File: src/source/dcache_pkg.sv
package dcache_pkg;

    // ==========================================================
    // Cache geometry, 16 sets x 4 ways x 32 bytes = 2 KiB
    // ==========================================================
    localparam int XLEN           = 32;   // Processor word
    localparam int LINE_W         = 256;  // One line on the memory port
    localparam int N_WAYS         = 4;
    localparam int N_SETS         = 16;
    localparam int WORDS_PER_LINE = LINE_W / XLEN;

    // Address field widths
    localparam int BYTE_BITS   = 2;   // Byte within word
    localparam int OFFSET_BITS = 3;   // Word within line
    localparam int INDEX_BITS  = 4;   // Set select
    localparam int WAY_BITS    = 2;
    localparam int TAG_BITS    = XLEN - INDEX_BITS - OFFSET_BITS - BYTE_BITS;

    // Word 0 of a line sits in the top bits of the line
    // Raw word for memory, fields for lookup
    typedef union packed {
        logic [XLEN-1:0] word;
        struct packed {
            logic [TAG_BITS-1:0]    tag;
            logic [INDEX_BITS-1:0]  index;
            logic [OFFSET_BITS-1:0] offset;
            logic [BYTE_BITS-1:0]   byte_sel;
        } f;
    } dc_addr_u;

endpackage

File: src/source/flush_counter.sv
`timescale 1ns/10ps

module flush_counter
(
    input  logic                                clk_i,
    input  logic                                rst_i,
    input  logic                                walk_step_i,
    output logic [dcache_pkg::INDEX_BITS-1:0]   walk_set_o,
    output logic [dcache_pkg::WAY_BITS-1:0]     walk_way_o,
    output logic                                walk_end_o
);
    import dcache_pkg::*;

    logic last_set;
    logic last_entry;

    assign last_set   = (walk_set_o == INDEX_BITS'(N_SETS - 1));
    assign last_entry = last_set && (walk_way_o == WAY_BITS'(N_WAYS - 1));

    // Sets inner, ways outer, both wrap back to zero after the walk
    always_ff @(posedge clk_i)
    begin
        if (rst_i)
        begin
            walk_set_o <= '0;
            walk_way_o <= '0;
            walk_end_o <= 1'b0;
        end
        else
        begin
            if (walk_step_i)
            begin
                walk_set_o <= walk_set_o + 1'b1;
                if (last_set)
                    walk_way_o <= walk_way_o + 1'b1;   // Next way on set wrap
            end
            walk_end_o <= last_entry;   // Seen one cycle later, in the done state
        end
    end

endmodule

File: config.mk
export PLATFORM = sky130hd
export DESIGN_NAME = flush_counter
export DESIGN_NICKNAME = d
export VERILOG_FILES = /design/src/source/dcache_pkg.sv /design/src/source/flush_counter.sv
export SDC_FILE = /design/constraint.sdc
export NUM_CORES = 1
export LEC_CHECK = 0
export BUFFER_PORTS_ARGS = -buffer_cell sky130_fd_sc_hd__buf_4
export CAP_MARGIN = 40
export CORE_AREA = 5 5 42 44
export DETAILED_ROUTE_END_ITERATION = 6
export DIE_AREA = 0 0 47 49
export GPL_TIMING_DRIVEN = 1
export SLEW_MARGIN = 40
export SYNTH_ARGS = -nofsm -noshare
export SYNTH_HDL_FRONTEND = slang
export SYNTH_SLANG_ARGS = --single-unit
File: constraint.sdc
create_clock -name clk_i -period 2.8 [get_ports clk_i]
set_input_delay 0.42 -clock clk_i [delete_from_list [all_inputs] [get_ports clk_i]]
set_output_delay 0.42 -clock clk_i [all_outputs]
set_load 0.05 [all_outputs]
==> impl_metrics.tcl <==
set metrics [dict create \
    grt_start_max_net_pins 11 \
    cellPowerDensity_mw_per_mm2 522 \
    vias 249 \
    die_h_um 49 \
    grt_pass1_wl_um 841 \
    relSlewSlack_pct 88.5 \
    antenna_found_initial 0 \
    ctsLongestPathBuffers 2 \
    ff2ff_path_depth 3 \
    crit_slowest_cell "dfxtp_1" \
    ys_top_cells_by_area "dfxtp_1 42%, mux2_4 9.1%, ha_1 7.6%, mux2i_1 6.1%, nor2_1 5.7%" \
    core_area_mm2 0.00140 \
    hp-start "rst_i" \
    cts_root_buffer "clkbuf_4" \
    ys_seq_area_share_pct 42.4 \
    dr.pass1.iters 2 \
    timing.final.hold_violations 0 \
    yosys_warnings 0 \
    setup_viol 0 \
    synth_flop_cell "dfxtp_1" \
    post_cts_buffers 0 \
    multi_input_area_um2 174 \
    status "finished clean" \
    h-tree-depth 1 \
    fin_setup_tns_ns 0 \
    netlist.area_leader.share_pct 42.4 \
    path_class "reg2out" \
    cp_top_family "flip-flops" \
    fmaxAchievable_mhz 774 \
    slowest_delay_ns 0.40 \
    synth-seq-cells 7 \
    endpoint_kind "output pin" \
    cp_max_fo 6 \
    first_global_vias 208 \
    vias_per_cell 4.29 \
    die_w_um 47 \
    final_area_um2 428 \
    synth-adder-area-share_pct 7.58 \
    place.gp.congestion 0.635 \
    nets 48 \
    yosysTopAreaCell "dfxtp_1" \
    cap_violations 0 \
    muxShareOfSynthArea_pct 15.2 \
    synth_edf_count 0 \
    dieArea_mm2 0.00230 \
    crit_chain "buf_4" \
    wl_um 537 \
    cp-start-kind "register" \
    track_usage_pct 5.52 \
    vdd_drop_max_uv 386 \
    min_path_cells 2 \
    nFillCells 155 \
    start_util_pct 23.6 \
    synth_xor_area_share_pct 2.65 \
    boundaryPins 10 \
    leakage_nw 0.194 \
    synth_top_family_by_area "simple AND/OR/NAND/NOR gates" \
    port_buffers 9 \
    rsz0062_at_grt "no" \
    path_buf_inv 1 \
    clkTransAtPathRegs_ns 0.05 \
    min_path_type "in2reg" \
    cts_tree "done" \
    syn_area_um2 330 \
    wl_per_cell_um 9.26 \
    reg2reg_to "walk_way_o[0]" \
    rows 14 \
    cts_hold_buf 0 \
    synth.distinct_cells 15 \
    clock_sinks 7 \
    grt_overflow 0 \
    hpwl_um 426 \
    tightestPinTransition_ns 0.172 \
    numCtsBuffers 3 \
    reg2reg_slack_ns 1.52 \
    area_growth_pct 29.5 \
    final.min_clock_period_ns 1.29 \
    slew_viol_final 0 \
    clk_latency_ns 0.24 \
    drive_gt1_share_pct 38.1 \
    r2r-start "walk_set_o[0]" \
    skew_ns 0.00314 \
    whs_endpoint "walk_set_o[2]" \
    seq_area_um2 140 \
    dpl_cell_area_um2 402 \
    yosysMostFrequentCell "dfxtp_1" \
    yosys-top-cells-count "7 x dfxtp_1, 5 x nor2_1" \
    diodes 0 \
    synth_compound_area_share_pct 4.55 \
    fin_crit_sh_pct 46.2 \
    drc 0 \
    cp.required_ns 2.38 \
    synth_cells 31 \
    syn_nets 36 \
    drt_iter0_drc 3 \
    syn_area_per_cell_um2 10.7 \
    async_flop_share_pct 0 \
    worstPathArrival_ns 0.87 \
    cts_resized 0 \
    final_antenna_net_count 0 \
    synthSimpleGateAreaFrac_pct 22.7 \
]
==> sequential cells by signal (all words and copies together) (netlist names) <==
register and count:
walk_set_o 4, walk_end_o 1, walk_way_o 2
==> area by class of cell <==
| class | instances | share of cell area, % |
|---|---|---|
| Multi-Input combinational cell | 22 | 40.6 |
| Timing Repair Buffer | 9 | 15.8 |
| Sequential cell | 7 | 32.7 |
| Tap cell | 16 | 4.68 |
| Clock buffer | 4 | 6.14 |
==> through the flow <==
step | utilization, % | setup slack, ns | total power, W | cells | hold WS, ns
after detailed placement | 28.7 | 1.54 | 0.000138 | 54 | 0.493
after global routing | 30.5 | 1.44 | 0.000242 | 58 | 0.385
final | 30.5 | 1.51 | 0.000224 | 58 | 0.401
after global placement | 28.7 | 1.56 | 0.000138 | 54 | 0.494
after CTS | 30.5 | 1.49 | 0.000229 | 58 | 0.397
after floorplan | - | 1.20 | 0.000131 | 31 | 0.668
==> logic make-up after synthesis <==
| logic type | after synthesis |
|---|---|
| AOI/OAI and AO/OA | 2 |
| buffers and inverters | 2 |
| DFF | 7 |
| and+or+nand+nor | 13 |
| muxes | 4 |
| xor gates and xnor gates | 1 |
| adders and majority gates | 2 |
==> layout by cell type (no fill, tap or decap) <==
cell	count
ha_1	2
nor2_1	5
buf_4	9
nand2b_1	2
and4_4	1
dfxtp_1	7
mux2i_1	2
nand4_1	2
a21oi_1	1
clkbuf_4	3
xnor2_1	1
a21bo_2	1
mux2_4	2
nand3b_1	1
clkbuf_1	1
nor2b_1	2
==> worst max-delay path by stage <==
stage	endpoint	slack (ns)	cells past startpoint	from
2_1_floorplan	walk_way_o[0]	1.20	3	walk_set_o[0]
3_3_place_gp	walk_way_o[0]	1.56	3	walk_set_o[0]
3_5_place_dp	walk_way_o[0]	1.54	3	walk_set_o[0]
4_1_cts	walk_set_o[2]	1.49	1	walk_set_o[2]
5_1_grt	walk_set_o[2]	1.44	1	walk_set_o[2]
6_report	walk_set_o[2]	1.51	1	walk_set_o[2]
==> routing by layer <==
| metal | vias to the layer above | share of wire [%] | global-route usage, % |
|---|---|---|---|
| met5 | - | 0 | 0 |
| met4 | 0 | 0 | 2.76 |
| met3 | 0 | 10 | 5.54 |
| met2 | 9 | 45 | 6.11 |
| met1 | 110 | 45 | 6.68 |
| li1 | 130 | - | - |
==> report_power, final <==
group	leakage (nW)	switching, W	total (W)	internal, W
logic	0.122	0.0000184	0.0000292	0.0000108
registers	0.0568	0.00000335	0.000106	0.000103
clock network	0.0150	0.0000339	0.0000881	0.0000542
No activity file was read; power rests on OpenSTA's default activity.
