File: src/source/dcache_pkg.sv
package dcache_pkg;

    // ==========================================================
    // Cache geometry, 16 sets x 4 ways x 32 bytes = 2 KiB
    // ==========================================================
    localparam int XLEN           = 32;   // Processor word
    localparam int LINE_W         = 256;  // One line on the memory port
    localparam int N_WAYS         = 4;
    localparam int N_SETS         = 16;
    localparam int WORDS_PER_LINE = LINE_W / XLEN;

    // Address field widths
    localparam int BYTE_BITS   = 2;   // Byte within word
    localparam int OFFSET_BITS = 3;   // Word within line
    localparam int INDEX_BITS  = 4;   // Set select
    localparam int WAY_BITS    = 2;
    localparam int TAG_BITS    = XLEN - INDEX_BITS - OFFSET_BITS - BYTE_BITS;

    // Word 0 of a line sits in the top bits of the line
    // Raw word for memory, fields for lookup
    typedef union packed {
        logic [XLEN-1:0] word;
        struct packed {
            logic [TAG_BITS-1:0]    tag;
            logic [INDEX_BITS-1:0]  index;
            logic [OFFSET_BITS-1:0] offset;
            logic [BYTE_BITS-1:0]   byte_sel;
        } f;
    } dc_addr_u;

endpackage

File: src/source/dcache_fsm.sv
`timescale 1ns/10ps

module dcache_fsm
(
    input  logic                            clk_i,
    input  logic                            rst_i,
    input  logic                            p_strobe_i,
    input  logic                            p_flush_i,
    input  logic                            p_rw_i,
    input  dcache_pkg::dc_addr_u            p_addr_i,
    input  logic [dcache_pkg::XLEN-1:0]     p_data_i,
    input  logic [dcache_pkg::XLEN/8-1:0]   p_byte_enable_i,
    input  logic                            hit_i,
    input  logic                            victim_dirty_i,
    input  logic                            walk_dirty_i,
    input  logic                            walk_end_i,
    input  logic                            m_ready_i,
    output logic                            p_ready_o,
    output logic                            busy_flushing_o,
    output dcache_pkg::dc_addr_u            req_addr_o,
    output logic                            req_rw_o,
    output logic [dcache_pkg::XLEN-1:0]     req_data_o,
    output logic [dcache_pkg::XLEN/8-1:0]   req_be_o,
    output logic                            st_analysis_o,
    output logic                            st_wb_victim_o,
    output logic                            st_fill_o,
    output logic                            st_fill_done_o,
    output logic                            st_wb_walk_o,
    output logic                            walk_step_o
);
    import dcache_pkg::*;

    localparam logic [2:0] S_IDLE      = 3'd0,
                           S_ANALYSIS  = 3'd1,
                           S_WB_VICTIM = 3'd2,
                           S_WB_DONE   = 3'd3,
                           S_FILL      = 3'd4,
                           S_FILL_DONE = 3'd5,
                           S_WB_WALK   = 3'd6,
                           S_WALK_DONE = 3'd7;

    logic [2:0] state, state_nxt;
    dc_addr_u   req_addr_r;

    // ==========================================================
    // State register and next state
    // ==========================================================
    always_ff @(posedge clk_i)
    begin
        if (rst_i)
            state <= S_IDLE;
        else
            state <= state_nxt;
    end

    always_comb
    begin
        state_nxt = state;   // Hold while waiting on memory
        case (state)
            S_IDLE:
                if (p_flush_i || p_strobe_i)
                    state_nxt = S_ANALYSIS;
            S_ANALYSIS:
                if (busy_flushing_o)
                    state_nxt = S_WB_WALK;                           // Start the walk
                else if (!hit_i)
                    state_nxt = victim_dirty_i ? S_WB_VICTIM : S_FILL;
                else
                    state_nxt = S_IDLE;                              // Hit, done
            S_WB_VICTIM:
                if (m_ready_i)
                    state_nxt = S_WB_DONE;
            S_WB_DONE:
                state_nxt = S_FILL;
            S_FILL:
                if (m_ready_i)
                    state_nxt = S_FILL_DONE;
            S_FILL_DONE:
                state_nxt = S_IDLE;
            S_WB_WALK:
                if (walk_step_o)
                    state_nxt = S_WALK_DONE;
            S_WALK_DONE:
                state_nxt = walk_end_i ? S_IDLE : S_WB_WALK;
            default:
                state_nxt = S_IDLE;
        endcase
    end

    // Request registers, loaded every idle cycle
    always_ff @(posedge clk_i)
    begin
        if (state == S_IDLE)
        begin
            req_addr_r <= p_addr_i;
            req_rw_o   <= p_rw_i;
            req_data_o <= p_data_i;
            req_be_o   <= p_byte_enable_i;
        end
    end

    // Live address while idle so the arrays read the incoming set
    assign req_addr_o = (state == S_IDLE) ? p_addr_i : req_addr_r;

    // Flush in progress flag
    always_ff @(posedge clk_i)
    begin
        if (rst_i)
            busy_flushing_o <= 1'b0;
        else if (state == S_IDLE)
            busy_flushing_o <= p_flush_i;
        else if (state == S_WALK_DONE && walk_end_i)
            busy_flushing_o <= 1'b0;
    end

    // State decodes for the datapath
    assign st_analysis_o  = (state == S_ANALYSIS);
    assign st_wb_victim_o = (state == S_WB_VICTIM);
    assign st_fill_o      = (state == S_FILL);
    assign st_fill_done_o = (state == S_FILL_DONE);
    assign st_wb_walk_o   = (state == S_WB_WALK);
    assign walk_step_o    = st_wb_walk_o && (!walk_dirty_i || m_ready_i);   // Clean or written

    assign p_ready_o = (st_analysis_o && !busy_flushing_o && hit_i)
                     || st_fill_done_o
                     || (state == S_WALK_DONE && walk_end_i);

endmodule

File: config.mk
export PLATFORM = sky130hd
export DESIGN_NAME = dcache_fsm
export DESIGN_NICKNAME = d
export VERILOG_FILES = /design/src/source/dcache_pkg.sv /design/src/source/dcache_fsm.sv
export SDC_FILE = /design/constraint.sdc
export NUM_CORES = 1
export LEC_CHECK = 0
export BUFFER_PORTS_ARGS = -buffer_cell sky130_fd_sc_hd__buf_2
export CAP_MARGIN = 20
export CORE_MARGIN = 2
export CORE_UTILIZATION = 42
export CTS_CLUSTER_DIAMETER = 30
export DETAILED_ROUTE_END_ITERATION = 8
export PLACE_DENSITY = 0.76
export SLEW_MARGIN = 20
export SYNTH_ARGS = -nofsm -noshare
export SYNTH_HDL_FRONTEND = slang
export SYNTH_SLANG_ARGS = --single-unit
export TNS_END_PERCENT = 20
File: constraint.sdc
create_clock -name clk_i -period 1.7 [get_ports clk_i]
set_input_delay 0.17 -clock clk_i [delete_from_list [all_inputs] [get_ports clk_i]]
set_output_delay 0.17 -clock clk_i [all_outputs]
set_load 0.01 [all_outputs]
==> impl_metrics.csv <==
group,metric,value,unit
routing,detail_route.wl_per_cell,16.6,µm
status,violations,"setup timing",
routing,total_vias_in_the_final_route,1981,
worst_setup_path,setup.worst_path.start_class,"register",
timing,hold_viol_final,0,
routing,drt_pre_antenna_iters,4,
timing,report.final.setup_viol,32,
cts,cts-htree-levels,3,
cts,clk_transition_reported_paths,70,ps
logic_synthesis,synth-async-reset-ratio,0,
worst_setup_path,slowest_stage,"sky130_fd_sc_hd__dfxtp_2",
logic_synthesis,synth_top_flop_cell,"sky130_fd_sc_hd__edfxtp_1",
place,preCtsSetupSlack,130,ps
floorplanning,num_rows,27,
pwr,pwr_density_cell,1430,nW/µm²
layout,layout.cell_area.non_filler,4270,µm²
logic_synthesis,synth_warnings,0,
global_route,global_route.overflow_total,0,
timing,worst_slack,-116,ps
routing,antenna_left,0,
cts,cts-buffers-inserted,9,
routing,route.top_layer_used,"met4",
layout,antennaDiodeCount,0,
routing,drt_iter0_drc,115,
worst_setup_path,worstPathMaxFanout,5,
worst_setup_path,cp-end-kind,"output pin",
worst_setup_path,cp_cell_instances,"nor3_4 > buf_6 > clkbuf_16 > mux2_4 > buf_6",
layout,final_cells,421,
cts,worstSkewPairLatency,330,ps
place,dp_hpwl,4.16,mm
cts,tritoncts,"done",
logic_synthesis,synthesis.nets,223,
routing,dr_wl_met3,499,µm
worst_hold_path,worst_hold_path_type,"in2reg",
place,place.detailed.instances,370,
layout,area.growth.synth_to_final,75.3,%
timing,rsz0062_at_grt,"yes",
floorplanning,placeableCoreArea,5540,µm²
status,status,"complete, but fails checks",
place,post_dp_cell_area,3320,µm²
global_route,antenna_violations_before_repair,0,
timing,crit_share_post_route,1.07,
floorplanning,die_w,80.2,µm
worst_hold_path,holdPathStages,1,
global_route,first_global_vias,1972,
layout,fin_util,0.771,
worst_setup_path,path_common_cell,"sky130_fd_sc_hd__buf_6",
pwr,total_power,6.11,mW
timing,timing.clock.skew,8.77,ps
layout,design.final.nets,422,
logic_synthesis,synth.yosys.seq_area_share,0.752,
floorplanning,fp.dieH,80.2,µm
worst_setup_path,timing.critical_path.arrival,1650,ps
routing,drt-total-wl,6.99,mm
routing,routedLengthMet1,2.72,mm
layout,drive_above_1_share,0.625,
flow_run,max_cap_viol,0,
routing,detail_route.vias_per_cell,4.71,
worst_setup_path,reg2reg_setup_slack,320,ps
timing,worst_hold_slack,15.9,ps
logic_synthesis,post_synth_edffs,37,
cts,clk_root_buffer_cell,"sky130_fd_sc_hd__clkbuf_8",
timing,fmax,551,MHz
timing,worst-slew-pin-transition,316,ps
logic_synthesis,post_synth_num_cell_types,23,
worst_setup_path,timing.critical_path.required,1530,ps
cts,buffer_levels_on_the_longest_clock_path,2,
floorplanning,pin_count,155,
worst_setup_path,timing.critical_path.slowest_cell_delay,330,ps
timing,finalCriticalPeriod,1820,ps
timing,tns,-2940,ps
logic_synthesis,synth_cells,145,
place,globalplace.congestion,0.728,
floorplanning,initial_core_util,0.440,
global_route,globalRouteTotalUtil,0.203,
routing,met2_length,3.58,mm
layout,nFillCells,342,
floorplanning,floorplan.die_area,6430,µm²
logic_synthesis,avgSynthCellArea,16.8,µm²
timing,slew_headroom,0.784,
global_route,grt_first_pass_wirelength,9.49,mm
routing,route.detailed.drc,0,
pwr,vdd_ir_drop_max,1070,µV
logic_synthesis,mappedNetlistArea,2440,µm²
place,io_buffers,154,
pwr,leakagePower,2.02,nW
timing,final_max_slew_viol_count,0,
cts,clock_sink_count,73,
logic_synthesis,synth-seq-cells,73,
worst_setup_path,setup.worst_path.class,"reg2out",
worst_setup_path,number_of_cells_on_the_worst_reg_to_reg_path,4,
global_route,grt_start_max_net_pins,19,
-- logic make-up after synthesis --
logic type             share of synthesized area
muxes                                      0.148
AOI/OAI and AO/OA                         0.0313
DFF                                        0.752
and+or+nand+nor                           0.0524
buffers and inverters                     0.0169
-- report_power, final --
group | internal [mW] | leakage (nW) | switching, mW
registers | 2.32 | 0.670 | 0.130
logic | 1.32 | 1.25 | 0.933
clock network | 0.822 | 0.102 | 0.585
total | 4.46 | 2.02 | 1.65
-- what timing repair did --
action,in CTS,in global routing
gates resized for setup,50,22
hold buffers,18,6
buffers inserted,6,1
endpoints found under the hold margin,18,6
gates cloned,3,2
endpoints found under the setup margin,32,32
pin swaps,1,1
-- cell usage after synthesis (2+ instances only) --
library cell               count  area [µm²]
sky130_fd_sc_hd__edfxtp_1     37        1110
sky130_fd_sc_hd__o21bai_1      2        15.0
sky130_fd_sc_hd__nor3_1        2        10.0
sky130_fd_sc_hd__nor2b_1       4        25.0
sky130_fd_sc_hd__buf_4         3        22.5
sky130_fd_sc_hd__mux2_2       30         338
sky130_fd_sc_hd__mux2_1        2        22.5
sky130_fd_sc_hd__nand2_1       3        11.3
sky130_fd_sc_hd__dfxtp_1      36         721
sky130_fd_sc_hd__a21oi_1       3        15.0
sky130_fd_sc_hd__buf_2         3        15.0
sky130_fd_sc_hd__nor3b_1       3        22.5
sky130_fd_sc_hd__nor2_1        7        26.3
-- worst paths after layout --
path                   from        endpoint
max                state[0]  req_addr_o[15]
min            p_data_i[31]  req_data_o[31]
max reg2reg        state[0]   req_data_o[6]
min reg2reg  req_addr_r[18]  req_addr_r[18]
-- cell type report --
type | count | area, µm² | area share
clock buffer | 12 | 135 | 0.0316
clock inverter | 4 | 68.8 | 0.0161
inverter | 1 | 3.75 | 0.000879
multi-input combinational | 65 | 684 | 0.160
sequential | 73 | 1830 | 0.429
tap | 72 | 90.1 | 0.0211
timing repair buffer | 194 | 1460 | 0.341
-- per-layer routing --
| metal | vias up | GRT usage |
|---|---|---|
| li1 | 927 | - |
| met1 | 924 | 0.235 |
| met2 | 112 | 0.350 |
| met3 | 18 | 0.0506 |
| met4 | 0 | 0.100 |
| met5 | - | 0 |
-- registers in the layout, indices dropped and copies added, names as in the netlist --
signal           cells
busy_flushing_o      1
req_addr_r          32
req_be_o             4
req_data_o          32
req_rw_o             1
state                3
-- critical path: cells and delay by family, from the launching register on --
kind | cells | cell delay [ps]
buf+inv | 3 | 450
flops | 1 | 330
mux | 1 | 320
simple gates | 1 | 210
-- cell usage in the layout, fill, tap and decap left out, types with 3 or more instances in the layout --
cell                            Yosys  routed
sky130_fd_sc_hd__edfxtp_1          37      37
sky130_fd_sc_hd__nor2b_1            4       4
sky130_fd_sc_hd__a21oi_1            3       3
sky130_fd_sc_hd__nor3b_1            3       3
sky130_fd_sc_hd__buf_6              0      35
sky130_fd_sc_hd__buf_4              3       7
sky130_fd_sc_hd__mux2_4             0      32
sky130_fd_sc_hd__nand2_1            3       3
sky130_fd_sc_hd__dlygate4sd3_1      0      24
sky130_fd_sc_hd__buf_2              3     122
sky130_fd_sc_hd__clkbuf_8           0       9
sky130_fd_sc_hd__dfxtp_1           36      34
sky130_fd_sc_hd__nor2_1             7       7
sky130_fd_sc_hd__clkbuf_1           0       3
Power figures use the tool's default switching activity.
