File: config.mk
export PLATFORM = sky130hd
export DESIGN_NAME = mem_port
export DESIGN_NICKNAME = d
export VERILOG_FILES = /design/src/source/dcache_pkg.sv /design/src/source/mem_port.sv
export SDC_FILE = /design/constraint.sdc
export NUM_CORES = 1
export LEC_CHECK = 0
export ABC_CLOCK_PERIOD_IN_PS = 17200
export BUFFER_PORTS_ARGS = -buffer_cell sky130_fd_sc_hd__clkbuf_2
export CORE_AREA = 2 2 541 543
export CTS_BUF_LIST = sky130_fd_sc_hd__clkbuf_8 sky130_fd_sc_hd__clkbuf_16
export DETAILED_ROUTE_END_ITERATION = 12
export DIE_AREA = 0 0 543 545
export SLEW_MARGIN = 15
export SYNTH_ARGS = -nofsm -noshare
export SYNTH_HDL_FRONTEND = slang
export SYNTH_SLANG_ARGS = --single-unit
File: constraint.sdc
create_clock -name clk_i -period 17.2 [get_ports clk_i]
set_input_delay 5.16 -clock clk_i [delete_from_list [all_inputs] [get_ports clk_i]]
set_output_delay 5.16 -clock clk_i [all_outputs]
set_load 0.005 [all_outputs]
File: src/source/dcache_pkg.sv
package dcache_pkg;

    // ==========================================================
    // Cache geometry, 16 sets x 4 ways x 32 bytes = 2 KiB
    // ==========================================================
    localparam int XLEN           = 32;   // Processor word
    localparam int LINE_W         = 256;  // One line on the memory port
    localparam int N_WAYS         = 4;
    localparam int N_SETS         = 16;
    localparam int WORDS_PER_LINE = LINE_W / XLEN;

    // Address field widths
    localparam int BYTE_BITS   = 2;   // Byte within word
    localparam int OFFSET_BITS = 3;   // Word within line
    localparam int INDEX_BITS  = 4;   // Set select
    localparam int WAY_BITS    = 2;
    localparam int TAG_BITS    = XLEN - INDEX_BITS - OFFSET_BITS - BYTE_BITS;

    // Word 0 of a line sits in the top bits of the line
    // Raw word for memory, fields for lookup
    typedef union packed {
        logic [XLEN-1:0] word;
        struct packed {
            logic [TAG_BITS-1:0]    tag;
            logic [INDEX_BITS-1:0]  index;
            logic [OFFSET_BITS-1:0] offset;
            logic [BYTE_BITS-1:0]   byte_sel;
        } f;
    } dc_addr_u;

endpackage

File: src/source/mem_port.sv
`timescale 1ns/10ps

module mem_port
(
    input  logic                                clk_i,
    input  logic                                rst_i,
    input  logic                                m_ready_i,
    input  logic [dcache_pkg::LINE_W-1:0]       m_data_i,
    input  logic                                st_wb_victim_i,
    input  logic                                st_fill_i,
    input  logic                                st_wb_walk_i,
    input  logic                                walk_dirty_i,
    input  dcache_pkg::dc_addr_u                req_addr_i,
    input  logic [dcache_pkg::TAG_BITS-1:0]     victim_tag_i,
    input  logic [dcache_pkg::LINE_W-1:0]       victim_line_i,
    input  logic [dcache_pkg::INDEX_BITS-1:0]   walk_set_i,
    input  logic [dcache_pkg::TAG_BITS-1:0]     walk_tag_i,
    input  logic [dcache_pkg::LINE_W-1:0]       walk_line_i,
    output dcache_pkg::dc_addr_u                m_addr_o,
    output logic [dcache_pkg::LINE_W-1:0]       m_data_o,
    output logic                                m_strobe_o,
    output logic                                m_rw_o,
    output logic [dcache_pkg::LINE_W-1:0]       fill_line_o
);
    import dcache_pkg::*;

    logic              walk_wb;     // Dirty entry under the walk
    logic              mem_req;
    dc_addr_u          line_addr;
    logic [LINE_W-1:0] wb_line;

    assign walk_wb = st_wb_walk_i && walk_dirty_i;
    assign mem_req = st_wb_victim_i || st_fill_i || walk_wb;

    // Line aligned address, fill uses the request tag and set
    always_comb
    begin
        line_addr            = req_addr_i;
        line_addr.f.offset   = '0;
        line_addr.f.byte_sel = '0;
        wb_line              = victim_line_i;
        if (walk_wb)
        begin
            line_addr.f.tag   = walk_tag_i;
            line_addr.f.index = walk_set_i;
            wb_line           = walk_line_i;
        end
        else if (st_wb_victim_i)
            line_addr.f.tag = victim_tag_i;   // Victim shares the request set
    end

    // ==========================================================
    // Memory side registers
    // ==========================================================
    always_ff @(posedge clk_i)
    begin
        if (rst_i)
        begin
            m_strobe_o <= 1'b0;
            m_rw_o     <= 1'b0;
        end
        else
        begin
            m_strobe_o <= mem_req && !m_ready_i;   // Drops the cycle after ready
            m_rw_o     <= (st_wb_victim_i || walk_wb) && !m_ready_i;
        end
    end

    always_ff @(posedge clk_i)
    begin
        if (mem_req)
        begin
            m_addr_o <= line_addr;
            m_data_o <= wb_line;
        end
        if (st_fill_i && m_ready_i)
            fill_line_o <= m_data_i;   // Line arrives with ready
    end

endmodule

==> summary.md, run 1 <==
| Metric | Value |
|---|---|
| Psw | 0.991 mW |
| Distinct cell type count after synthesis | 19 |
| Worst min path class | input pin to register |
| Setup-failing EPs final | 0 |
| Fillers | 32800 |
| ANT nets after route | 0 |
| CP Capture Type | register |
| Inst Count DP | 6187 |
| RSZ-0062 raised after global routing | no |
| Final min period | 8140 ps |
| Total of max-cap violations | 0 |
| GR Overflow Total | 0 |
| Sequential area share after synthesis | 78.1% |
| Post-CTS setup buffer count | 0 |
| Ys Warns | 0 |
| Die width | 543 um |
| Final Hold Vio Count | 0 |
| Critical path peak fanout | 100 |
| Clock Path Buffers | 4 |
| Initial antenna violation count | 239 |
| # resized after CTS | 0 |
| Routed WL per cell | 27.4 um |
| Global-route wire length before repair | 202 mm |
| Slowest CP cell | buf_4 |
| CP required | 17710 ps |
| Clock network fraction of total power | 41.2% |
| CTS Buf Count | 72 |
| Fin. max-slew vios | 0 |
| Switching Share | 27.1% |
| Commonest non-fill, non-tap cell in the layout | clkbuf_2 |
| Post-route setup slack | 9060 ps |
| Area of the multi-input gates | between 4000 and 5000 sq um |
| Dpl ws | 8270 ps |
| H-tree depth reported by CTS | 3 |
| Setup TNS | 0 ps |
| Largest net degree at the start of global routing | 131 |
| Max transition margin | 36.6% |
| Peak supply drop | 60.0 uV |
| Period utilization | 47.3% |
| Via count | roughly 17000 |
| Area delta synth->final | 67.8% |
| Register area | 16200 sq um |
| Critical path type | input pin to register |
| Root buf cell | clkbuf_16 |
| Outcome | completed |
| Vias in the first global route | about 16000 |
| Nets@finish | 3218 |
| Hold-fix buffers at CTS | 0 |
| GP Congestion | around 1.0 |
| TritonCTS clock tree | done |
| Final WL | between 150 and 200 mm |
| Non-filler instance count after layout | about 6400 |
| Cell Int Power | 2.67 mW |
| # rows | 198 |
| Leakage | 14.6 nW |
| Core area | 290000 sq um |
| Post-Syn Area | 20800 sq um |
| Combinational Power Share | 13.7% |
| Post-Syn Instances | just over 900 |
| Power density cells | 105 nW/um^2 |
| Buffers on Ports | ~1400 |
| Share of layout cells above drive strength 1 | 73.5% |
| Slowest cell delay on critical path | 850 ps |
| Sink Count | 541 |
| All-Layer GR Usage | approximately 11% |
| Initial Utilization | 7.16% |
| Detailed Route Iter0 Violations | roughly 1700 |
| Avg Cell Area, Syn | between 20 and 25 sq um |
| Number of synthesized register bits | 541 |
| Flop pwr share | 45.1% |
| Vias/cell | 2.65 |
| Maximum operating frequency | 123 MHz |
| Clock transition at path regs | about 60 ps |
| TritonRoute pass-1 iters | 7 |
| Worst-Margin Slew | around 950 ps |
| Die ar. | roughly 300000 sq um |
| Crit path DAT | approximately 8600 ps |
| Most frequent cells in the layout | clkbuf_2 (1392), edfxtp_1 (539), mux2_4 (200), clkbuf_16 (74), mux2_2 (60) |
| DP Wirelength | 156 mm |
| Height of the chip | 545 um |
| Worst setup SP type | input pin |
| CP cell instances | clkbuf_2 > nand2_8 > buf_4 > buf_12 > mux2_4 |
| Total chip power | 3.66 mW |
| Number of I/O pins | 1403 |
| Residual DRC | 0 |
[critical path: cells and delay by family]
kind,cells,cell delay [ps]
buffers and inverters,3,1850
muxes,1,360
and+or+nand+nor,1,700
[synthesized netlist by cell type]
master    instances  area [sq um]
dfxtp_1           2          40.0
nand3_1          23           115
o21ai_0          23           115
a211oi_1          1          7.51
nand2_1           1          3.75
buf_2             9          45.0
mux2i_1          23           230
clkbuf_1          6          22.5
mux2_4          200          3000
nor3_1            1          5.00
a21oi_1           1          5.00
mux2_2           60           676
edfxtp_1        539         16200
buf_6            22           248
inv_1             1          3.75
and2_1            2          12.5
conb_1            1          3.75
nand2_4           1          11.3
buf_4             7          52.6
[cells by family (layout without fill, tap and decap cells)]
group,count (synthesis),in the layout,share of synthesized area (%)
other cells,1,82,0.0180
mux,283,283,18.8
simple gates,28,28,0.710
compound gates,25,25,0.614
buf+inv,45,1528,1.79
flops,541,541,78.1
[flip-flops by register name, indices dropped and copies added, names as in the netlist]
register     count
m_strobe_o       1
m_addr_o        27
m_rw_o           1
m_data_o       256
fill_line_o    256
[through the flow]
| step | util [%] | hold slack, ps | cell area [sq um] |
|---|---|---|---|
| floorplan | - | 5230 | 20800 |
| global placement | 11.2 | 5340 | 32400 |
| detailed placement | 11.2 | 5340 | 32400 |
| CTS | 12.0 | 4480 | 34700 |
| global route | 12.0 | 4500 | 34800 |
| finish | 12.0 | 4570 | 34900 |
[routing by layer]
layer	vias to the layer above	GRT usage, %	part of all wire, %
met4	120	5.73	6.0
li1	6649	-	-
met1	7942	11.4	35
met2	1670	17.2	43
met5	-	0.568	0.46
met3	532	7.47	16
[power groups by stage]
stage | registers, mW | logic, mW | clock network [mW]
floorplan | 1.68 | 0.119 | 0
global placement | 1.67 | 0.504 | 0
detailed placement | 1.68 | 0.510 | 0
CTS | 1.65 | 0.511 | 1.57
global route | 1.66 | 0.529 | 1.61
finish | 1.65 | 0.501 | 1.51
[layout make-up]
| class | count | area share [%] |
|---|---|---|
| multi-input cells | 341 | 12.1 |
| inverters | 1 | 0.0108 |
| clock buffers | 74 | 5.31 |
| diodes | 77 | 0.552 |
| clock inverters | 49 | 1.21 |
| flip-flops and latches | 541 | 46.5 |
| repair buffers | 1404 | 20.3 |
| well taps | 3900 | 14.0 |
[worst paths after layout]
check / startpoint / to / slack [ps] / depth (start not counted)
worst min-delay path: m_data_i[9] / fill_line_o[9]$_DFFE_PP_ / 4570 / 1
worst max-delay path: walk_dirty_i / m_data_o[203]$_DFFE_PP_ / 9060 / 5
Note: power is estimated with default switching activity, not from simulation.
==> run 2, diff against run 1 <==
ABC_CLOCK_PERIOD_IN_PS = 7100   (was 17200)
CORE_AREA = 2 2 539 541   (was 2 2 541 543)
DIE_AREA = 0 0 541 543   (was 0 0 543 545)
clock period = 7.1 ns   (was 17.2 ns; I/O delays follow)
==> summary.md, run 2 (synthesis gave the netlist of run 1 again) <==
| Metric | Value |
|---|---|
| Buffers on Ports | ~1400 |
| Die width | ~540 um |
| Sink Count | 541 |
| CP Capture Type | register |
| Non-filler instance count after layout | 6274 |
| Share of layout cells above drive strength 1 | 73.4% |
| Worst path bufs/invs | 2 |
| Final Hold Vio Count | 0 |
| Root buf cell | clkbuf_16 |
| Worst Hold End | fill_line_o[192]$_DFFE_PP_ |
| RSZ-0062 raised after global routing | no |
| Largest net degree at the start of global routing | between 90 and 100 |
| Final WL | 174 mm |
| Dpl ws | 2250 ps |
| Worst setup SP type | input pin |
| Switching Share | a little over a quarter |
| Period utilization | 57.6% |
| Design area | approximately 35000 sq um |
| GR Overflow Total | 0 |
| # rows | 197 |
| Initial antenna violation count | about 230 |
| Commonest non-fill, non-tap cell in the layout | clkbuf_2 |
| Clock network fraction of total power | 40.6% |
| CP required | 7420 ps |
| GP Congestion | 1.04 |
| Peak supply drop | roughly 180 uV |
| Residual DRC | 0 |
| Clock Path Buffers | 4 |
| Fin. max-slew vios | 0 |
| Maximum operating frequency | 244 MHz |
| H-tree depth reported by CTS | 3 |
| DP Wirelength | ~160 mm |
| Final min period | 4090 ps |
| Total of max-cap violations | 0 |
| Routed WL per cell | about 28 um |
| Power density cells | ~250 nW/um^2 |
| Clock transition at path regs | 60 ps |
| Outcome | completed |
| All-Layer GR Usage | 11.2% |
| Max transition margin | 30.6% |
| Worst min path class | input pin to register |
| ANT nets after route | 0 |
| Flop pwr share | 45.3% |
| CP cell instances | clkbuf_2 > a21oi_1 > nand2_8 > buf_12 |
| Post-route setup slack | 3010 ps |
| Worst-Margin Slew | 1040 ps |
| # resized after CTS | 0 |
| TritonRoute pass-1 iters | 8 |
| Post-CTS setup buffer count | 0 |
| Setup-failing EPs final | 0 |
| Global-route wire length before repair | 204 mm |
| Top Registers | fill_line_o x256, m_data_o x256, m_addr_o x27 |
| Hold-fix buffers at CTS | 0 |
| Height of the chip | 543 um |
| Hold path startpoint | m_data_i[192] |
| Detailed Route Iter0 Violations | 1674 |
| Core area | 287000 sq um |
| Number of I/O pins | 1403 |
| Setup TNS | 0 ps |
| Vias in the first global route | around 16000 |
| Combinational Power Share | 14.1% |
| Crit path max-delay family | buffers and inverters |
| Hold depth | 1 |
| Most frequent cells in the layout | clkbuf_2 (1392), edfxtp_1 (539), mux2_4 (200), clkbuf_16 (75), mux2_2 (60) |
| Cell Int Power | approximately 6.5 mW |
| Critical path type | input pin to register |
| Crit path DAT | roughly 4400 ps |
| Via count | 17100 |
| Inst Count DP | 6074 |
| Slowest cell delay on critical path | 600 ps |
| Area delta synth->final | 67.5% |
| Nets@finish | 3225 |
| Slowest CP cell | a21oi_1 |
| Critical path peak fanout | 88 |
| Initial Utilization | 7.23% |
| Leakage | around 15 nW |
| Vias/cell | between 2 and 3 |
| Psw | 2.36 mW |
| TritonCTS clock tree | done |
| Area post-placement | 32400 sq um |
| Layout Utilization | roughly an eighth |
| CTS Buf Count | 73 |
| Die ar. | 294000 sq um |
## run 2: layout make-up
cell class,count,area (sq um)
clock buffers,75,1880
flip-flops and latches,541,16200
fillers,32600,253000
inverters,1,3.75
well taps,3781,4730
clock inverters,49,380
diodes,76,190
multi-input cells,341,4230
repair buffers,1410,7180
## run 2: metrics by stage
stage                     power, mW  hold WS (ps)
after CTS                      8.96          1430
after global placement         5.29          2310
final                          8.81          1540
after floorplan                4.34          2200
after detailed placement       5.31          2310
after global routing           9.11          1470
## run 2: power by group through the flow
| stage | clock network, mW | registers, mW | logic, mW |
|---|---|---|---|
| 3_5_place_dp | 0 | 4.05 | 1.26 |
| 2_1_floorplan | 0 | 4.06 | 0.287 |
| 5_1_grt | 3.79 | 4.01 | 1.31 |
| 6_report | 3.58 | 3.99 | 1.25 |
| 4_1_cts | 3.71 | 3.99 | 1.26 |
| 3_3_place_gp | 0 | 4.04 | 1.25 |
## run 2: routing by layer
| layer | vias up | routed length (um) | track usage [%] | part of all wire, % |
|---|---|---|---|---|
| met2 | 1720 | 73000 | 16.7 | 42 |
| li1 | 6655 | - | - | - |
| met5 | - | 1020 | 0 | 0.59 |
| met1 | 7964 | 60500 | 11.6 | 35 |
| met3 | 578 | 28900 | 8.03 | 17 |
| met4 | 150 | 10600 | 5.91 | 6.1 |
## run 2: worst max path at each step
stage | from | end | slack [ps] | cells past startpoint
after global placement | walk_dirty_i | m_data_o[38]$_DFFE_PP_ | 2310 | 5
after detailed placement | walk_dirty_i | m_data_o[38]$_DFFE_PP_ | 2250 | 5
after floorplan | st_wb_walk_i | m_addr_o[10]$_DFFE_PP_ | 740 | 3
after global routing | walk_dirty_i | m_data_o[16]$_DFFE_PP_ | 2910 | 5
final | walk_dirty_i | m_data_o[228]$_DFFE_PP_ | 3010 | 4
after CTS | walk_dirty_i | m_data_o[16]$_DFFE_PP_ | 3070 | 5
