$ cat src/source/dcache_pkg.sv
package dcache_pkg;

    // ==========================================================
    // Cache geometry, 16 sets x 4 ways x 32 bytes = 2 KiB
    // ==========================================================
    localparam int XLEN           = 32;   // Processor word
    localparam int LINE_W         = 256;  // One line on the memory port
    localparam int N_WAYS         = 4;
    localparam int N_SETS         = 16;
    localparam int WORDS_PER_LINE = LINE_W / XLEN;

    // Address field widths
    localparam int BYTE_BITS   = 2;   // Byte within word
    localparam int OFFSET_BITS = 3;   // Word within line
    localparam int INDEX_BITS  = 4;   // Set select
    localparam int WAY_BITS    = 2;
    localparam int TAG_BITS    = XLEN - INDEX_BITS - OFFSET_BITS - BYTE_BITS;

    // Word 0 of a line sits in the top bits of the line
    // Raw word for memory, fields for lookup
    typedef union packed {
        logic [XLEN-1:0] word;
        struct packed {
            logic [TAG_BITS-1:0]    tag;
            logic [INDEX_BITS-1:0]  index;
            logic [OFFSET_BITS-1:0] offset;
            logic [BYTE_BITS-1:0]   byte_sel;
        } f;
    } dc_addr_u;

endpackage

$ cat src/source/line_merge.sv
`timescale 1ns/10ps

module line_merge
(
    input  logic [dcache_pkg::OFFSET_BITS-1:0]  offset_i,
    input  logic [dcache_pkg::XLEN/8-1:0]       be_i,
    input  logic [dcache_pkg::XLEN-1:0]         wdata_i,
    input  logic                                req_rw_i,
    input  logic [dcache_pkg::LINE_W-1:0]       base_line_i,
    output logic [dcache_pkg::XLEN-1:0]         rdata_o,
    output logic [dcache_pkg::LINE_W-1:0]       write_line_o
);
    import dcache_pkg::*;

    logic [OFFSET_BITS-1:0] pos;        // Word slot counted from the bottom
    logic [XLEN-1:0]        byte_mask;
    logic [XLEN-1:0]        merged;
    logic                   be_legal;

    // Offset 0 is the top word of the line
    assign pos     = OFFSET_BITS'(WORDS_PER_LINE - 1) - offset_i;
    assign rdata_o = base_line_i[pos*XLEN +: XLEN];

    // Byte, aligned half and full word patterns only
    always_comb
    begin
        case (be_i)
            4'b0001, 4'b0010, 4'b0100, 4'b1000:
                be_legal = 1'b1;
            4'b0011, 4'b1100, 4'b1111:
                be_legal = 1'b1;
            default:
                be_legal = 1'b0;
        endcase
    end

    always_comb
    begin
        for (int b = 0; b < XLEN/8; b++)
            byte_mask[b*8 +: 8] = {8{be_i[b]}};
    end

    assign merged = be_legal ? ((wdata_i & byte_mask) | (rdata_o & ~byte_mask)) : rdata_o;

    // Reads pass the line through untouched
    always_comb
    begin
        write_line_o = base_line_i;
        if (req_rw_i)
            write_line_o[pos*XLEN +: XLEN] = merged;
    end

endmodule

$ cat config.mk
export PLATFORM = sky130hd
export DESIGN_NAME = line_merge
export DESIGN_NICKNAME = d
export VERILOG_FILES = /design/src/source/dcache_pkg.sv /design/src/source/line_merge.sv
export SDC_FILE = /design/constraint.sdc
export NUM_CORES = 1
export LEC_CHECK = 0
export BUFFER_PORTS_ARGS = -buffer_cell sky130_fd_sc_hd__buf_2
export CAP_MARGIN = 20
export CORE_AREA = 4 4 223 225
export DETAILED_ROUTE_END_ITERATION = 10
export DIE_AREA = 0 0 227 229
export PLACE_DENSITY = 0.37
export SLEW_MARGIN = 5
export SYNTH_ARGS = -nofsm -noshare
export SYNTH_HDL_FRONTEND = slang
export SYNTH_SLANG_ARGS = --single-unit
$ cat constraint.sdc
create_clock -name vclk -period 4.8
set_input_delay 0.48 -clock vclk [all_inputs]
set_output_delay 0.48 -clock vclk [all_outputs]
set_load 0.1 [all_outputs]
==> results.cfg, run 1 <==
[drt]
wl_per_cell_um = 28.8
vias = 9337
drc = 0
avgViaCountPerCell = 5.24
drt-initial-drc-count = 716
wl_um = 51300
ant_nets = 0
drtPass1Iterations = 7

[synthesis]
synth_top_area_share_pct = 31.5
synth.distinct_cells = 30
synthesis.nets = 921
syn_area_per_cell_um2 = 9.85
yosysWarnings = 0
synthCells = 620
yosysMostFrequentCell = a32o_1
synth_area_leaders = a32o_1 31%, mux4_1 23%, a22o_1 9.2%, nor2b_1 6.5%, mux2i_1 5.2%
yosysTopAreaCell = a32o_1
synth_area_um2 = 6110
ys_seq_area_share_pct = 0
synth_commonest_cells = 192 x a32o_1, 64 x a22o_1, 63 x nor2b_1, 54 x mux4_1, 35 x buf_2

[run_status]
run_status = complete, no violations

[cells_and_area]
drive_above_1_share_pct = 57.7
seq_area_um2 = 0
layout.nets = 1467
syn_to_final_growth_pct = 98.3
fillers = 5160
nClkBuffers = 0
finalNonFillerCells = 1782
fin_util_pct = 25.5
nFlopsAndLatches = 0

[worst_hold_path]
worstHoldEndpoint = write_line_o[177]
hold_class = primary input to primary output
whs_path_depth = 3
worstHoldStart = base_line_i[177]

[pwr]
p_comb_share_pct = 100.0
power.total_mw = 2.64
clkPwrFrac_pct = 0
internal_power_uw = 729
p_leak_nw = 5.58
switchingPower_mw = 1.91
vdd_drop_max_uv = 86.8
pwr-share-seq_pct = 0
netSwitchingFraction_pct = 72.4
power_density_nw_per_um2 = 218

[grt]
grt_usage_pct = 17.9
grt_max_degree = 66
grt-ovfl-total = 0
grt_pass1_vias = 9651
antenna_found_initial = 5
grt_pass1_wl_um = 70000

[setup_path]
start_kind = primary input
cp.arrival_ns = 2.99
crit_top_cell = ha_1
worstPathMaxFanout = 33
cpLargestDelayFamily = buffers and inverters
crit_slowest_cell = a211o_2
critPathCaptureType = primary output
critPathRequiredTime_ns = 4.32
critPathKind = primary input to primary output
cp_cell_sequence = buf_4 -> ha_1 -> ha_1 -> nand4b_1 -> a211o_2 -> buf_12 -> nor2b_1 -> a22o_1 -> buf_2
path_buf_inv = 3
slowest_delay_ns = 0.57

[timing]
fin_crit_ns = 3.47
post-route-period-util_pct = 72.3
fin_setup_tns_ns = 0
worst_slew_pin_slew_ns = 0.940
setup_viol = 0
rsz0062_at_grt = false
hold_viol_final = 0
setup_slack_ns = 1.33
max_freq_ghz = 0.288
maxSlewViolCount = 0
relSlewSlack_pct = 37.1

[place]
hpwl_um = 39100
pre_cts_ws_ns = 1.33
gp_congestion = 0.879
dp.cells = 1779
io_buffer_count = 584

[die]
fp.coreArea_um2 = 47500
core.rowCount = 80
die_x_um = 227
die_h_um = 229
ios = 584
die-area_um2 = 52000
initial_utilization_pct = 12.8

[clock_tree]
cts-resized-gates = 0
hold_buffers = 0
cts_setup_buffers = 0

[job]
drv_cap = 0
==> cell families (layout without fill, tap and decap cells) <==
kind of cell | Yosys count | count (layout) | share of synthesized area, %
and+or+nand+nor | 125 | 125 | 13.4
other | 0 | 3 | 0
AOI/OAI and AO/OA | 289 | 289 | 44.7
buffers and inverters | 105 | 649 | 8.65
muxes | 96 | 96 | 32.2
adders and majority gates | 5 | 5 | 1.02
==> stage by stage <==
stage / instance area (um2) / hold WS, ns
after global placement: 12100 / 1.40
after global routing: 12100 / 1.41
after detailed placement: 12100 / 1.40
after CTS: 12100 / 1.40
final: 12100 / 1.40
after floorplan: 6110 / 1.50
==> layer usage <==
layer | global-route usage [%] | routed length (um) | up-vias
met5 | 0 | 27 | -
met4 | 4.44 | 1520 | 4
met3 | 4.15 | 4600 | 117
met2 | 32.6 | 25700 | 647
met1 | 21.2 | 19500 | 4655
li1 | - | - | 3914
==> area by class of cell <==
type / count / area, um2 / share of cell area [%]
Timing Repair Buffer: 615 / 5580 / 46.1
Antenna cell: 3 / 7.51 / 0.0620
Multi-Input combinational cell: 515 / 5630 / 46.5
Tap cell: 615 / 769 / 6.36
Inverter: 34 / 128 / 1.05
==> how the worst max path moves through the flow <==
stage          depth (start not counted)   startpoint  slack, ns                 to
6_report                               9  offset_i[0]       1.33  write_line_o[137]
3_5_place_dp                           9  offset_i[0]       1.33  write_line_o[130]
4_1_cts                                9  offset_i[0]       1.33  write_line_o[130]
2_1_floorplan                          9  offset_i[0]       1.50   write_line_o[10]
3_3_place_gp                           9  offset_i[0]       1.40  write_line_o[140]
5_1_grt                                9  offset_i[0]       1.22  write_line_o[133]
==> power by group through the flow <==
stage               combinational (mW)     clock, mW  sequential, mW
floorplan                         1.81             0               0
global placement                  2.64             0               0
detailed placement                2.63             0               0
CTS                               2.64             0               0
global route                      2.71  0.0000000279               0
finish                            2.64  0.0000000536               0
==> cell usage in the layout, fill, tap and decap left out, drive strengths merged <==
cell / n
nand3b: 1
mux4: 64
nor2: 11
diode: 3
a32o: 192
nand4b: 4
nor3b: 4
nand4: 4
and2b: 1
buf: 615
inv: 34
or3: 1
ha: 5
o21bai: 32
nand2: 33
and4: 1
a22o: 64
nor2b: 63
a211o: 1
mux2i: 32
nand3: 1
nor4bb: 1
No activity file was read; power rests on OpenSTA's default activity.
==> run 2, diff against run 1 <==
Settings changed: ABC_AREA from default to 1, CORE_AREA 4 4 223 225 to 4 4 227 229, DIE_AREA 0 0 227 229 to 0 0 231 233, PLACE_DENSITY 0.37 to 0.39.
Clock period 4.8 ns to 2.9 ns, I/O delays scaled along.
==> run 2 against run 1 <==
  * Setup slack lost 1.2 ns
  * Final area grew 36%
  * Clock-buffer cell count is the same
  * Wire length grew 39%
  * Power grew 110%
  * Global-route usage grew 6.8 points
  * First-iteration DRC count grew 56%
  * Critical path type unchanged
  * Highest routed layer unchanged
==> results.cfg, run 2 <==
[setup_path]
critPathCaptureType = primary output
critPathRequiredTime_ns = 2.61
critPathKind = primary input to primary output
worstPathMaxFanout = 8
cp-startpoint = be_i[0]
cp.arrival_ns = 2.50
start_kind = primary input

[drt]
avgViaCountPerCell = 4.85
drc = 0
vias = 13700
wl_um = 71300
wl_per_cell_um = 25.2
ant_nets = 0
drt-initial-drc-count = 1115
drtPass1Iterations = 7

[timing]
post-route-period-util_pct = 96.1
worst_slew_pin_slew_ns = 0.649
maxSlewViolCount = 0
relSlewSlack_pct = 56.7
setup_viol = 0
fin_crit_ns = 2.79
hold_viol_final = 0
max_freq_ghz = 0.359
setup_slack_ns = 0.112
rsz0062_at_grt = false

[synthesis]
yosysWarnings = 0
synth.distinct_cells = 20
yosysMostFrequentCell = nand2_1
synth_area_leaders = nand2_1 36%, nand3_1 28%, nand4_1 5.7%, nor2_1 5.2%, a21oi_1 4.5%
synth_top_area_share_pct = 36.4
syn_area_per_cell_um2 = 4.43
yosysTopAreaCell = nand2_1
synth_commonest_cells = 683 x nand2_1, 391 x nand3_1, 97 x nor2_1, 78 x inv_1, 72 x clkbuf_1
ys_seq_area_share_pct = 0
synthesis.nets = 1892
synth_area_um2 = 7040
synthCells = 1591

[grt]
antenna_found_initial = 13
grt_usage_pct = 24.7
grt_pass1_wl_um = 98300
grt-ovfl-total = 0
grt_pass1_vias = 13600
grt_max_degree = 73

[pwr]
p_leak_nw = 8.41
vdd_drop_max_uv = 144
power_density_nw_per_um2 = 337

[cells_and_area]
layout.nets = 2451
nFlopsAndLatches = 0
syn_to_final_growth_pct = 134
layout_commonest_cell = nand2_1
fin_util_pct = 33.2
nClkBuffers = 0
seq_area_um2 = 0
drive_above_1_share_pct = 36.7
fin_area_um2 = 16500
final_cell_mix = 677 x nand2_1, 388 x nand3_1, 315 x buf_12, 294 x buf_2, 93 x nor2_1

[die]
fp.coreArea_um2 = 49700
die-area_um2 = 53800
ios = 584
die_x_um = 231
die_h_um = 233
core.rowCount = 82
initial_utilization_pct = 14.2

[run_status]
run_status = complete, no violations

[clock_tree]
cts_setup_buffers = 0
hold_buffers = 0
cts-resized-gates = 1

[worst_hold_path]
worstHoldStart = base_line_i[167]
hold_class = primary input to primary output

[place]
pre_cts_ws_ns = -0.00693
hpwl_um = 58300
io_buffer_count = 584
placedInstanceArea_um2 = 16400
gp_congestion = 0.937

[job]
drv_cap = 0
==> run 2: layer usage <==
metal	wire length [um]	track usage, %	up-vias
met5	45	0	-
met4	3080	9.13	6
met3	6370	6.19	120
met2	34900	43.9	812
met1	26800	28.6	6441
li1	-	-	6335
==> run 2: logic make-up after synthesis <==
family          Yosys count  share of synthesized area [%]
simple gates           1304                           82.0
fa+ha+maj                 5                          0.888
buf+inv                 218                           12.5
compound gates           64                           4.55
==> run 2: cell type report <==
type	instances	area, um2
timing repair buffer	694	8420
fill	5521	33200
tap	672	841
multi-input combinational	1373	6890
antenna	9	22.5
inverter	81	309
==> run 2: worst paths after layout <==
path	to	slack, ns	cells past startpoint
max	write_line_o[56]	0.11	11
min	write_line_o[167]	1.00	4
==> run 2: power by group <==
| group | switching, mW | leakage, nW | internal, mW |
|---|---|---|---|
| Clock | 0 | 0.0000570 | 0.000000417 |
| Sequential | 0 | 0 | 0 |
| Combinational | 3.78 | 8.41 | 1.78 |
==> run 2: critical path, cell delays in order <==
cell     delay [ns]
buf_2          0.11
or2_2          0.32
nand2_2        0.27
nand2_2        0.24
nand3_1        0.16
nand3_1        0.20
nor2_1         0.27
buf_4          0.17
nand3_1        0.07
nand2_1        0.19
buf_12         0.20
==> run 2: stage by stage <==
step                      hold slack (ns)  TNS [ns]  total power, mW  cells
after floorplan                     0.890    -0.152             3.20   1591
after global placement              0.996         0             5.56   2820
after detailed placement            0.998   -0.0114             5.55   2820
after CTS                            1.00         0             5.56   2820
after global routing                 1.01         0             5.74   2826
final                                1.00         0             5.55   2829
==> run 3, diff against run 2 <==
Settings changed: REMOVE_ABC_BUFFERS from default to 1.
==> run 3 against run 2 <==
  * Final cell count decreased by 0.85%
  * Largest power group unchanged
  * Final area decreased by 5.5%
  * Largest cell class unchanged
  * Wire length decreased by 5.6%
==> results.cfg, run 3 (same netlist as run 2, synthesis figures left out) <==
[drt]
avgViaCountPerCell = 4.80
vias = 13500
drtPass1Iterations = 5
drc = 0
drt-initial-drc-count = 1025
wl_um = 67200
wl_per_cell_um = 24.0
ant_nets = 0

[setup_path]
critPathCaptureType = primary output
slowest_delay_ns = 0.36
cp.arrival_ns = 2.40
start_kind = primary input
crit_top_cell = buf_4
crit_slowest_cell = buf_4
critPathKind = primary input to primary output
critPathRequiredTime_ns = 2.61
worstPathMaxFanout = 21
cp_cell_sequence = buf_4 -> buf_4 -> buf_4 -> ha_1 -> nand3_2 -> inv_2 -> buf_4 -> nand3_1 -> nand2_1 -> buf_12

[job]
drv_cap = 0

[place]
io_buffer_count = 584
gp_congestion = 0.985
pre_cts_ws_ns = 0.0297
placedInstanceArea_um2 = 15600
hpwl_um = 51400
dp.cells = 2801

[timing]
setup_viol = 0
fin_setup_tns_ns = 0
post-route-period-util_pct = 92.9
max_freq_ghz = 0.371
fin_crit_ns = 2.69
setup_slack_ns = 0.206
worst_slew_pin_slew_ns = 1.00
relSlewSlack_pct = 33.1
fin_hold_ws_ns = 0.992
rsz0062_at_grt = false
maxSlewViolCount = 0
hold_viol_final = 0

[pwr]
internal_power_mw = 1.68
p_leak_nw = 8.20
power.total_mw = 5.30
switchingPower_mw = 3.62
power_density_nw_per_um2 = 340
pwr-share-seq_pct = 0
clkPwrFrac_pct = 0
netSwitchingFraction_pct = 68.3
vdd_drop_max_uv = 147
p_comb_share_pct = 100.0

[cells_and_area]
nClkBuffers = 0
final_cell_mix = 678 x nand2_1, 388 x nand3_1, 310 x buf_12, 294 x buf_2, 96 x nor2_1
drive_above_1_share_pct = 33.0
syn_to_final_growth_pct = 121
layout.nets = 2432
layout_commonest_cell = nand2_1
fin_util_pct = 31.4
finalNonFillerCells = 2805
nFlopsAndLatches = 0
fin_area_um2 = 15600
seq_area_um2 = 0

[run_status]
run_status = complete, no violations

[die]
fp.coreArea_um2 = 49700
die_x_um = 231
core.rowCount = 82
die_h_um = 233
die-area_um2 = 53800
initial_utilization_pct = 14.2
ios = 584

[grt]
grt_max_degree = 66
grt_pass1_wl_um = 93600
grt_usage_pct = 23.2
antenna_found_initial = 8
grt_pass1_vias = 13300
grt-ovfl-total = 0

[worst_hold_path]
worstHoldEndpoint = write_line_o[191]
worstHoldStart = base_line_i[191]
whs_path_depth = 4
hold_class = primary input to primary output

[clock_tree]
cts_setup_buffers = 0
[run 3: changes by cell type in the layout (fill, tap and decap cells not counted), sizes merged]
cell,previous run,this run
clkinv,2,3
buf,694,675
diode,9,4
inv,79,78
[run 3: cell type report]
class | count | area, um2
antenna | 4 | 10.0
fill | 5582 | 34100
tap | 672 | 841
multi-input combinational | 1373 | 6210
inverter | 81 | 310
timing repair buffer | 675 | 8210
[run 3: power groups by stage]
stage / Clock, mW / Sequential (mW) / Combinational [mW]
floorplan: 0 / 0 / 2.97
global placement: 0 / 0 / 5.29
detailed placement: 0 / 0 / 5.29
CTS: 0 / 0 / 5.30
global route: 0.000000138 / 0 / 5.48
finish: 0.0000000782 / 0 / 5.30
[run 3: what timing repair did]
item | in CTS | in global routing
endpoints found under the setup margin | 0 | 8
hold buffers | 0 | 0
resized for setup | 0 | 2
[run 3: worst max-delay path by stage]
stage	startpoint	end	slack, ns	cells after the start
floorplan	offset_i[0]	write_line_o[0]	-4.61	7
global placement	be_i[0]	write_line_o[245]	0.04	11
detailed placement	be_i[0]	write_line_o[119]	0.03	11
CTS	be_i[0]	write_line_o[119]	0.006	11
global route	offset_i[0]	write_line_o[123]	0.05	13
finish	offset_i[1]	write_line_o[182]	0.21	10
[run 3: critical path, delay by kind of cell]
kind                       cells  cell delay [ns]
adders and majority gates      1             0.26
buffers and inverters          6             1.35
and+or+nand+nor                3             0.44
[run 3: routing by layer]
metal,wire (um),global-route usage [%]
met1,27600,29.6
met2,32200,40.1
met3,5550,4.30
met4,1880,5.86
met5,50,0
